$ cat src/hw/csr_cfg_pkg.sv
// Shared types and constants of the CSR index configuration loader, imported by every block
package csr_cfg_pkg;

    // ----------------------------------------
    // Widths that carry a meaning
    // ----------------------------------------
    typedef logic [31:0] data_word_t;
    typedef logic [15:0] word_offset_t;
    typedef logic [31:0] index_t;
    typedef logic [63:0] array_ptr_t;
    typedef logic [3:0]  granularity_t;

    // Tag that says which buffer a response word belongs to
    typedef enum logic [1:0] {
        buf_other        = 2'd0,
        buf_cu_setup     = 2'd1,
        buf_engine_setup = 2'd2,
        buf_data         = 2'd3
    } buffer_kind_t;

    typedef enum logic [1:0] {
        cmd_invalid = 2'd0,
        cmd_read    = 2'd1,
        cmd_write   = 2'd2,
        cmd_stream  = 2'd3
    } memory_cmd_t;

    // ----------------------------------------
    // Window layout
    // ----------------------------------------
    localparam int engine_seq_width = 16;

    // Word positions inside one window
    localparam int word_flags       = 0;
    localparam int word_index_start = 1;
    localparam int word_index_end   = 2;
    localparam int word_stride      = 3;
    localparam int word_granularity = 4;
    localparam int word_cmd         = 5;
    localparam int word_ptr_lo      = 7;
    localparam int word_ptr_hi      = 8;
    localparam int word_array_size  = 9;

    // Bits of the flags word
    localparam int flag_increment     = 0;
    localparam int flag_decrement     = 1;
    localparam int flag_mode_sequence = 2;
    localparam int flag_mode_buffer   = 3;
    localparam int flag_mode_break    = 4;

    // Direction sits in the top bit of the granularity word
    localparam int direction_bit = 31;

    // Queue sizing, shared by both FIFOs
    localparam int fifo_depth       = 16;
    localparam int fifo_prog_thresh = 8;

    // ----------------------------------------
    // Packets
    // ----------------------------------------
    typedef struct packed {
        logic         valid;
        buffer_kind_t kind;
        word_offset_t offset;
        data_word_t   data;
    } response_packet_t;

    typedef struct packed {
        buffer_kind_t kind;
        word_offset_t offset;
        data_word_t   data;
    } response_payload_t;

    typedef struct packed {
        logic         increment;
        logic         decrement;
        logic         mode_sequence;
        logic         mode_buffer;
        logic         mode_break;
        index_t       index_start;
        index_t       index_end;
        index_t       stride;
        index_t       array_size;
        granularity_t granularity;
        logic         direction;
        memory_cmd_t  cmd;
        array_ptr_t   array_pointer;
    } csr_index_config_t;

    typedef struct packed {
        logic              valid;
        csr_index_config_t payload;
    } config_packet_t;

endpackage : csr_cfg_pkg
$ cat src/hw/csr_index_configure_memory.sv
// Top of the CSR index configuration loader, from memory responses to queued records
`timescale 1ns/100ps

module csr_index_configure_memory
    import csr_cfg_pkg::*;
#(
    parameter int engine_slot = 0
) (
    input  logic             ap_clk,
    input  logic             areset_csr_index_generator,
    input  response_packet_t response_in,
    input  logic             config_pop,
    output config_packet_t   config_out
);

    // ----------------------------------------
    // Input side
    // ----------------------------------------
    logic              fifo_wr_en;
    response_payload_t fifo_din;
    response_payload_t resp_dout;
    logic              resp_valid;
    logic              resp_empty;
    logic              resp_rd_en;
    response_packet_t  response_word;

    // Output side
    config_packet_t    record_out;
    csr_index_config_t cfg_dout;
    logic              cfg_valid;
    logic              cfg_empty;
    logic              cfg_prog_full;
    logic              cfg_rd_en;

    response_filter #(
        .engine_slot(engine_slot)
    ) u_filter (
        .ap_clk                    (ap_clk),
        .areset_csr_index_generator(areset_csr_index_generator),
        .response_in               (response_in),
        .fifo_wr_en                (fifo_wr_en),
        .fifo_din                  (fifo_din)
    );

    sync_fifo #(
        .width($bits(response_payload_t))
    ) u_resp_fifo (
        .ap_clk                    (ap_clk),
        .areset_csr_index_generator(areset_csr_index_generator),
        .din                       (fifo_din),
        .wr_en                     (fifo_wr_en),
        .rd_en                     (resp_rd_en),
        .dout                      (resp_dout),
        .valid                     (resp_valid),
        .empty                     (resp_empty),
        .full                      (),
        .prog_full                 ()
    );

    assign response_word.valid  = resp_valid;
    assign response_word.kind   = resp_dout.kind;
    assign response_word.offset = resp_dout.offset;
    assign response_word.data   = resp_dout.data;

    // ----------------------------------------
    // Decode and output queue
    // ----------------------------------------
    config_assembler #(
        .engine_slot(engine_slot)
    ) u_assembler (
        .ap_clk                    (ap_clk),
        .areset_csr_index_generator(areset_csr_index_generator),
        .response_word             (response_word),
        .fifo_empty                (resp_empty),
        .out_prog_full             (cfg_prog_full),
        .resp_rd_en                (resp_rd_en),
        .record_out                (record_out)
    );

    // One record per cycle while the consumer holds pop high
    assign cfg_rd_en = config_pop & ~cfg_empty;

    sync_fifo #(
        .width($bits(csr_index_config_t))
    ) u_cfg_fifo (
        .ap_clk                    (ap_clk),
        .areset_csr_index_generator(areset_csr_index_generator),
        .din                       (record_out.payload),
        .wr_en                     (record_out.valid),
        .rd_en                     (cfg_rd_en),
        .dout                      (cfg_dout),
        .valid                     (cfg_valid),
        .empty                     (cfg_empty),
        .full                      (),
        .prog_full                 (cfg_prog_full)
    );

    // Output register
    always_ff @(posedge ap_clk) begin
        if (areset_csr_index_generator) begin
            config_out.valid <= 1'b0;
        end else begin
            config_out.valid <= cfg_valid;
        end
    end

    always_ff @(posedge ap_clk) begin
        config_out.payload <= cfg_dout;
    end

endmodule : csr_index_configure_memory

$ cat src/hw/config_assembler.sv
// Walks one window of setup words and decodes them into a CSR index configuration record
`timescale 1ns/100ps

module config_assembler
    import csr_cfg_pkg::*;
#(
    parameter int engine_slot = 0
) (
    input  logic             ap_clk,
    input  logic             areset_csr_index_generator,
    input  response_packet_t response_word,
    input  logic             fifo_empty,
    input  logic             out_prog_full,
    output logic             resp_rd_en,
    output config_packet_t   record_out
);

    // Offset of word 0 of this engine's window
    localparam word_offset_t slot_base = word_offset_t'(engine_slot * engine_seq_width);

    logic [engine_seq_width-1:0] position;
    logic [engine_seq_width-1:0] pos_cur;
    logic [engine_seq_width-1:0] pos_next;
    logic                        window_done;
    logic                        is_base;
    csr_index_config_t           cfg;

    // ----------------------------------------
    // Window position
    // ----------------------------------------
    // Last word taken, the record leaves this cycle
    assign window_done = position[engine_seq_width-1];

    // A finished window counts as idle, so a base word can follow right away
    assign pos_cur = window_done ? '0 : position;
    assign is_base = (response_word.offset == slot_base) & ~(|pos_cur);

    always_comb begin
        pos_next = pos_cur;
        if (response_word.valid) begin
            if (is_base) begin
                pos_next = engine_seq_width'(1);
            end else begin
                // Stray words with no open window shift a zero and vanish
                pos_next = pos_cur << 1;
            end
        end
    end

    always_ff @(posedge ap_clk) begin
        if (areset_csr_index_generator) begin
            position <= '0;
        end else begin
            position <= pos_next;
        end
    end

    // No reads while the record goes out or the output side is backing up
    assign resp_rd_en = ~fifo_empty & ~out_prog_full & ~window_done;

    // ----------------------------------------
    // Field decode
    // ----------------------------------------
    always_ff @(posedge ap_clk) begin
        if (response_word.valid) begin
            case (1'b1)
                pos_next[word_flags]: begin
                    cfg.increment     <= response_word.data[flag_increment];
                    cfg.decrement     <= response_word.data[flag_decrement];
                    cfg.mode_sequence <= response_word.data[flag_mode_sequence];
                    cfg.mode_buffer   <= response_word.data[flag_mode_buffer];
                    cfg.mode_break    <= response_word.data[flag_mode_break];
                end
                pos_next[word_index_start]: begin
                    cfg.index_start <= response_word.data;
                end
                pos_next[word_index_end]: begin
                    cfg.index_end <= response_word.data;
                end
                pos_next[word_stride]: begin
                    cfg.stride <= response_word.data;
                end
                pos_next[word_granularity]: begin
                    cfg.granularity <= response_word.data[$bits(granularity_t)-1:0];
                    cfg.direction   <= response_word.data[direction_bit];
                end
                pos_next[word_cmd]: begin
                    cfg.cmd <= memory_cmd_t'(response_word.data[$bits(memory_cmd_t)-1:0]);
                end
                pos_next[word_ptr_lo]: begin
                    cfg.array_pointer[31:0] <= response_word.data;
                end
                pos_next[word_ptr_hi]: begin
                    cfg.array_pointer[63:32] <= response_word.data;
                end
                pos_next[word_array_size]: begin
                    cfg.array_size <= response_word.data;
                end
                // Words 6 and 10 to 15 carry nothing for this engine
                default: begin
                    cfg <= cfg;
                end
            endcase
        end
    end

    // ----------------------------------------
    // Record output
    // ----------------------------------------
    always_ff @(posedge ap_clk) begin
        if (areset_csr_index_generator) begin
            record_out.valid <= 1'b0;
        end else begin
            record_out.valid <= window_done;
        end
    end

    always_ff @(posedge ap_clk) begin
        record_out.payload <= cfg;
    end

    assert property (@(posedge ap_clk) disable iff (areset_csr_index_generator)
        $onehot0(position))
        else $error("config_assembler: window position not one-hot");

endmodule : config_assembler

$ cat src/hw/response_filter.sv
// Input stage of the loader, keeps only setup words that fall into this engine's window
`timescale 1ns/100ps

module response_filter
    import csr_cfg_pkg::*;
#(
    parameter int engine_slot = 0
) (
    input  logic              ap_clk,
    input  logic              areset_csr_index_generator,
    input  response_packet_t  response_in,
    output logic              fifo_wr_en,
    output response_payload_t fifo_din
);

    // First and one-past-last offset of the window
    localparam int unsigned window_lo = engine_slot * engine_seq_width;
    localparam int unsigned window_hi = window_lo + engine_seq_width;

    logic              resp_valid;
    response_payload_t resp_payload;
    logic              is_setup;
    logic              in_window;

    // ----------------------------------------
    // Input register
    // ----------------------------------------
    always_ff @(posedge ap_clk) begin
        if (areset_csr_index_generator) begin
            resp_valid <= 1'b0;
        end else begin
            resp_valid <= response_in.valid;
        end
    end

    always_ff @(posedge ap_clk) begin
        resp_payload.kind   <= response_in.kind;
        resp_payload.offset <= response_in.offset;
        resp_payload.data   <= response_in.data;
    end

    // ----------------------------------------
    // Window match
    // ----------------------------------------
    assign is_setup = (resp_payload.kind == buf_cu_setup) |
                      (resp_payload.kind == buf_engine_setup);

    assign in_window = (32'(resp_payload.offset) >= window_lo) &
                       (32'(resp_payload.offset) <  window_hi);

    assign fifo_wr_en = resp_valid & is_setup & in_window;
    assign fifo_din   = resp_payload;

endmodule : response_filter

$ cat src/hw/sync_fifo.sv
// Synchronous FIFO with registered read data and a programmable full level, one per queue
`timescale 1ns/100ps

module sync_fifo
    import csr_cfg_pkg::*;
#(
    parameter int width = 32
) (
    input  logic             ap_clk,
    input  logic             areset_csr_index_generator,
    input  logic [width-1:0] din,
    input  logic             wr_en,
    input  logic             rd_en,
    output logic [width-1:0] dout,
    output logic             valid,
    output logic             empty,
    output logic             full,
    output logic             prog_full
);

    localparam int ptr_w = $clog2(fifo_depth);

    logic [width-1:0] mem [fifo_depth];
    logic [ptr_w-1:0] wr_ptr;
    logic [ptr_w-1:0] rd_ptr;
    logic [ptr_w:0]   count;
    logic             do_wr;
    logic             do_rd;

    // Writes to a full queue and reads from an empty one are dropped
    assign do_wr = wr_en & ~full;
    assign do_rd = rd_en & ~empty;

    assign empty     = (count == '0);
    assign full      = (count == (ptr_w + 1)'(fifo_depth));
    assign prog_full = (count >= (ptr_w + 1)'(fifo_prog_thresh));

    // ----------------------------------------
    // Pointers and occupancy
    // ----------------------------------------
    always_ff @(posedge ap_clk) begin
        if (areset_csr_index_generator) begin
            wr_ptr <= '0;
            rd_ptr <= '0;
            count  <= '0;
            valid  <= 1'b0;
        end else begin
            if (do_wr) begin
                wr_ptr <= wr_ptr + 1'b1;
            end
            if (do_rd) begin
                rd_ptr <= rd_ptr + 1'b1;
            end
            case ({do_wr, do_rd})
                2'b10:   count <= count + 1'b1;
                2'b01:   count <= count - 1'b1;
                default: count <= count;
            endcase
            valid <= do_rd;
        end
    end

    // Storage and read data
    always_ff @(posedge ap_clk) begin
        if (do_wr) begin
            mem[wr_ptr] <= din;
        end
        if (do_rd) begin
            dout <= mem[rd_ptr];
        end
    end

    // ----------------------------------------
    // Checks
    // ----------------------------------------
    assert property (@(posedge ap_clk) disable iff (areset_csr_index_generator)
        wr_en |-> !full)
        else $error("sync_fifo: write while full, word dropped");

    assert property (@(posedge ap_clk) disable iff (areset_csr_index_generator)
        rd_en |-> !empty)
        else $error("sync_fifo: read while empty");

endmodule : sync_fifo

$ cat config.mk
export PLATFORM = sky130hd
export DESIGN_NAME = csr_index_configure_memory
export DESIGN_NICKNAME = d
export VERILOG_FILES = /design/src/hw/csr_cfg_pkg.sv /design/src/hw/csr_index_configure_memory.sv /design/src/hw/config_assembler.sv /design/src/hw/response_filter.sv /design/src/hw/sync_fifo.sv
export SDC_FILE = /design/constraint.sdc
export NUM_CORES = 2
export LEC_CHECK = 0
export BUFFER_PORTS_ARGS = -buffer_cell sky130_fd_sc_hd__buf_2
export CELL_PAD_IN_SITES_DETAIL_PLACEMENT = 1
export CELL_PAD_IN_SITES_GLOBAL_PLACEMENT = 1
export CORE_MARGIN = 2
export CORE_UTILIZATION = 29
export DETAILED_ROUTE_END_ITERATION = 10
export GPL_ROUTABILITY_DRIVEN = 0
export PLACE_DENSITY = 0.45
export SETUP_SLACK_MARGIN = 0.15
export SYNTH_ARGS = -nofsm -noshare
export SYNTH_HDL_FRONTEND = slang
export SYNTH_HIERARCHICAL = 1
export SYNTH_SLANG_ARGS = --single-unit
$ cat constraint.sdc
create_clock -name ap_clk -period 15.3 [get_ports ap_clk]
set_input_delay 3.06 -clock ap_clk [delete_from_list [all_inputs] [get_ports ap_clk]]
set_output_delay 3.06 -clock ap_clk [all_outputs]
set_load 0.01 [all_outputs]
==> reports/qor.txt <==
GRT
----------------------------------------------------------------------------------
Layer with the highest usage                                                  met2
Maximum number of pins on one net before global-route repair                   138
Global routing usage on met2                                                0.2770
Via count of the first global-routing pass                                   87130
Global-route usage over all layers                                          0.1594
Met1 Resource Use GR                                                        0.2111
Met3 usage in global routing                                               0.02292
Number of antenna violations at the first check in global routing               74
Wire length of the first global-routing pass                             691700 um
Remaining Overflow, GRT                                                          0

PLACEMENT
----------------------------------------------------------------------------------
Total placed cells including tap cells                                       15520
Count of input and output buffers                                              258
HPWL after detailed placement                                            251600 um

LOGIC SYNTHESIS
----------------------------------------------------------------------------------
Average cell area after synthesis                                        23.80 um2
Netlist area before placement                                           0.1757 mm2
Post-synthesis instance total                                                 7381
Syn Nets                                                                      7455
Count of synthesis-stage warnings from yosys                                     6

POWER
----------------------------------------------------------------------------------
P_leak                                                                    63.30 nW
Pwr dens                                                              135.5 mW/mm2
Switching share of power                                                    0.2031
Net Sw Power                                                            0.005668 W
Worst ir drop on vdd                                                      117.1 uV
Pint                                                                     0.02224 W
Relative contribution of the clock network to total power                    0.473
Comb power frac                                                              0.001
Share of power burned in registers                                           0.527

CLOCK NETWORK
----------------------------------------------------------------------------------
Maximum buffer depth of the clock tree                                           4
Root Driver                                                           sky130_fd_sc_hd__clkbuf_16
Clock slew seen by the registers of the worst setup and hold paths         0.06 ns
Clock insertion delay at the later pin of the skew report                  1.07 ns
H-tree depth                                                                     6
Setup fix buffers added after clock tree synthesis                               0
Resize count post-CTS                                                            0
Clock sink count                                                              4993
TritonCTS clock tree                                                          done
Hold Buf Count CTS                                                               0
Inserted Clock Buffers                                                         563

WORST SETUP PATH
----------------------------------------------------------------------------------
Library cell appearing most often on the critical path                sky130_fd_sc_hd__buf_4
Crit Path Category                                                      reg -> reg
CP Data Arrival Time                                                       5.98 ns
Slowest CP cell                                                       sky130_fd_sc_hd__buf_4
Crit-path max cell delay                                                   0.79 ns
Crit start category                                                       register
Family of cells with the greatest summed delay on the critical path   buffers and inverters
Startpoint of the most critical register-to-register path             u_cfg_fifo/rd_ptr[0]
Number of buffer and inverter instances along the worst setup path               4
Cell chain of the critical path                                       buf_12 -> buf_4 -> buf_4 -> buf_4 -> mux4_2 -> a22oi_1 -> nand2_1
Critical path required time                                               16.10 ns
Endpoint kind of the worst setup timing path                              register
Worst-path maximum fanout                                                       87
Startpoint of the worst setup timing path                             u_cfg_fifo/rd_ptr[0]

DRT
----------------------------------------------------------------------------------
Via count                                                                    79160
Number of DRC markers in iteration 0                                          5958
Drt wl/cell                                                               29.88 um
Total wire length after detailed routing                                 496400 um
Antenna Violating Nets Remaining                                                 0
Vias per cell                                                                4.764
DRC errors left                                                                  0
Total iterations of the first detailed-routing run                               5

STA
----------------------------------------------------------------------------------
RSZ-0062 raised after global routing                                            no
Final-report setup violation count                                               0
Number of slew-limit violations in the final report                              0
Final period util                                                           0.3387
Worst slew margin relative to its limit                                     0.1696
Final TNS setup                                                               0 ns
Worst setup skew after layout                                            0.1137 ns
Slew at the pin closest to its max-slew limit                             1.236 ns
Peak Freq                                                                193.0 MHz
Final Hold Vio Count                                                             0
Clock period minus worst slack                                            5.183 ns

WORST HOLD PATH
----------------------------------------------------------------------------------
Start point of the worst hold path                                    u_assembler/cfg[147]
Kind of path behind the tightest hold check                             reg -> reg

FLOORPLAN
----------------------------------------------------------------------------------
Row cnt                                                                        285
Total I/O pin count                                                            259
Area of the die                                                         0.6121 mm2
Die Wd                                                                    782.4 um
Floorplan Core Area                                                     0.6030 mm2
Starting density of the core                                                0.2914
Die Ht                                                                    782.4 um

FINISH
----------------------------------------------------------------------------------
Area growth from synthesis to layout                                        17.21%
Count of non-filler cells in the finished layout                             16620
Most common cell after layout, fill and taps aside                    sky130_fd_sc_hd__edfxtp_1
Commonest cells after routing, fill and taps aside                    sky130_fd_sc_hd__edfxtp_1 (4488), sky130_fd_sc_hd__mux4_2 (1008), sky130_fd_sc_hd__clkbuf_16 (565)
Total number of nets in the final design                                      8121
Fraction of layout cells with a size suffix above 1                         0.2727

OUTCOME
----------------------------------------------------------------------------------
Outcome                                                                  completed

RUN
----------------------------------------------------------------------------------
Reported max-cap violation count                                                 0

==> per-layer routing <==
layer	vias up	wire, um
li1	32610	-
met1	43960	211700
met2	1957	251300
met3	633	22710
met4	0	10680
met5	-	0
==> state kept, by name, summed over array words and instances (netlist names), 5 cells and up <==
signal and count:
u_cfg_fifo/count 5, config_out 205, u_resp_fifo/count 5, u_resp_fifo/dout 48, u_assembler/cfg 204, u_filter/fifo_din 50, u_assembler/position 16, u_resp_fifo/mem 768
u_cfg_fifo/dout 204, u_assembler/record_out 205, u_cfg_fifo/mem 3264
==> path summary, 6_finish.rpt <==
| kind | end | cells after the start | slack [ns] |
|---|---|---|---|
| max | u_cfg_fifo/dout[138] | 7 | 10.12 |
| min | u_assembler/record_out[147] | 0 | 0.26 |
| max reg2reg | u_cfg_fifo/dout[138] | 7 | 10.12 |
| min reg2reg | u_assembler/record_out[147] | 0 | 0.26 |
==> stage by stage <==
step	area, um2	worst slack, ns	hold slack (ns)	util	power (W)
after floorplan	175700	4.904	0.3233	-	0.01498
after global placement	187600	9.098	0.3232	0.3111	0.01500
after detailed placement	187600	9.061	0.3279	0.3111	0.01501
after CTS	205800	9.892	0.2557	0.3413	0.02829
after global routing	205900	9.576	0.2691	0.3414	0.02881
final	205900	10.12	0.2641	0.3415	0.02791
==> cell type report <==
type	count	area [um2]
timing repair buffer	457	3110
tap	8036	10050
antenna	57	142.6
fill	58200	397100
multi-input combinational	2019	29460
inverter	13	56.30
sequential	4993	144900
clock inverter	232	2551
clock buffer	808	15660
==> power by group through the flow <==
stage	registers, W	clock network, W	logic, W
3_5_place_dp	0.0150	0	0.0000175
2_1_floorplan	0.0150	0	0.00000195
5_1_grt	0.0147	0.0141	0.0000184
4_1_cts	0.0147	0.0136	0.0000175
3_3_place_gp	0.0150	0	0.0000175
6_report	0.0147	0.0132	0.0000168
(Power assumes the default switching activity.)
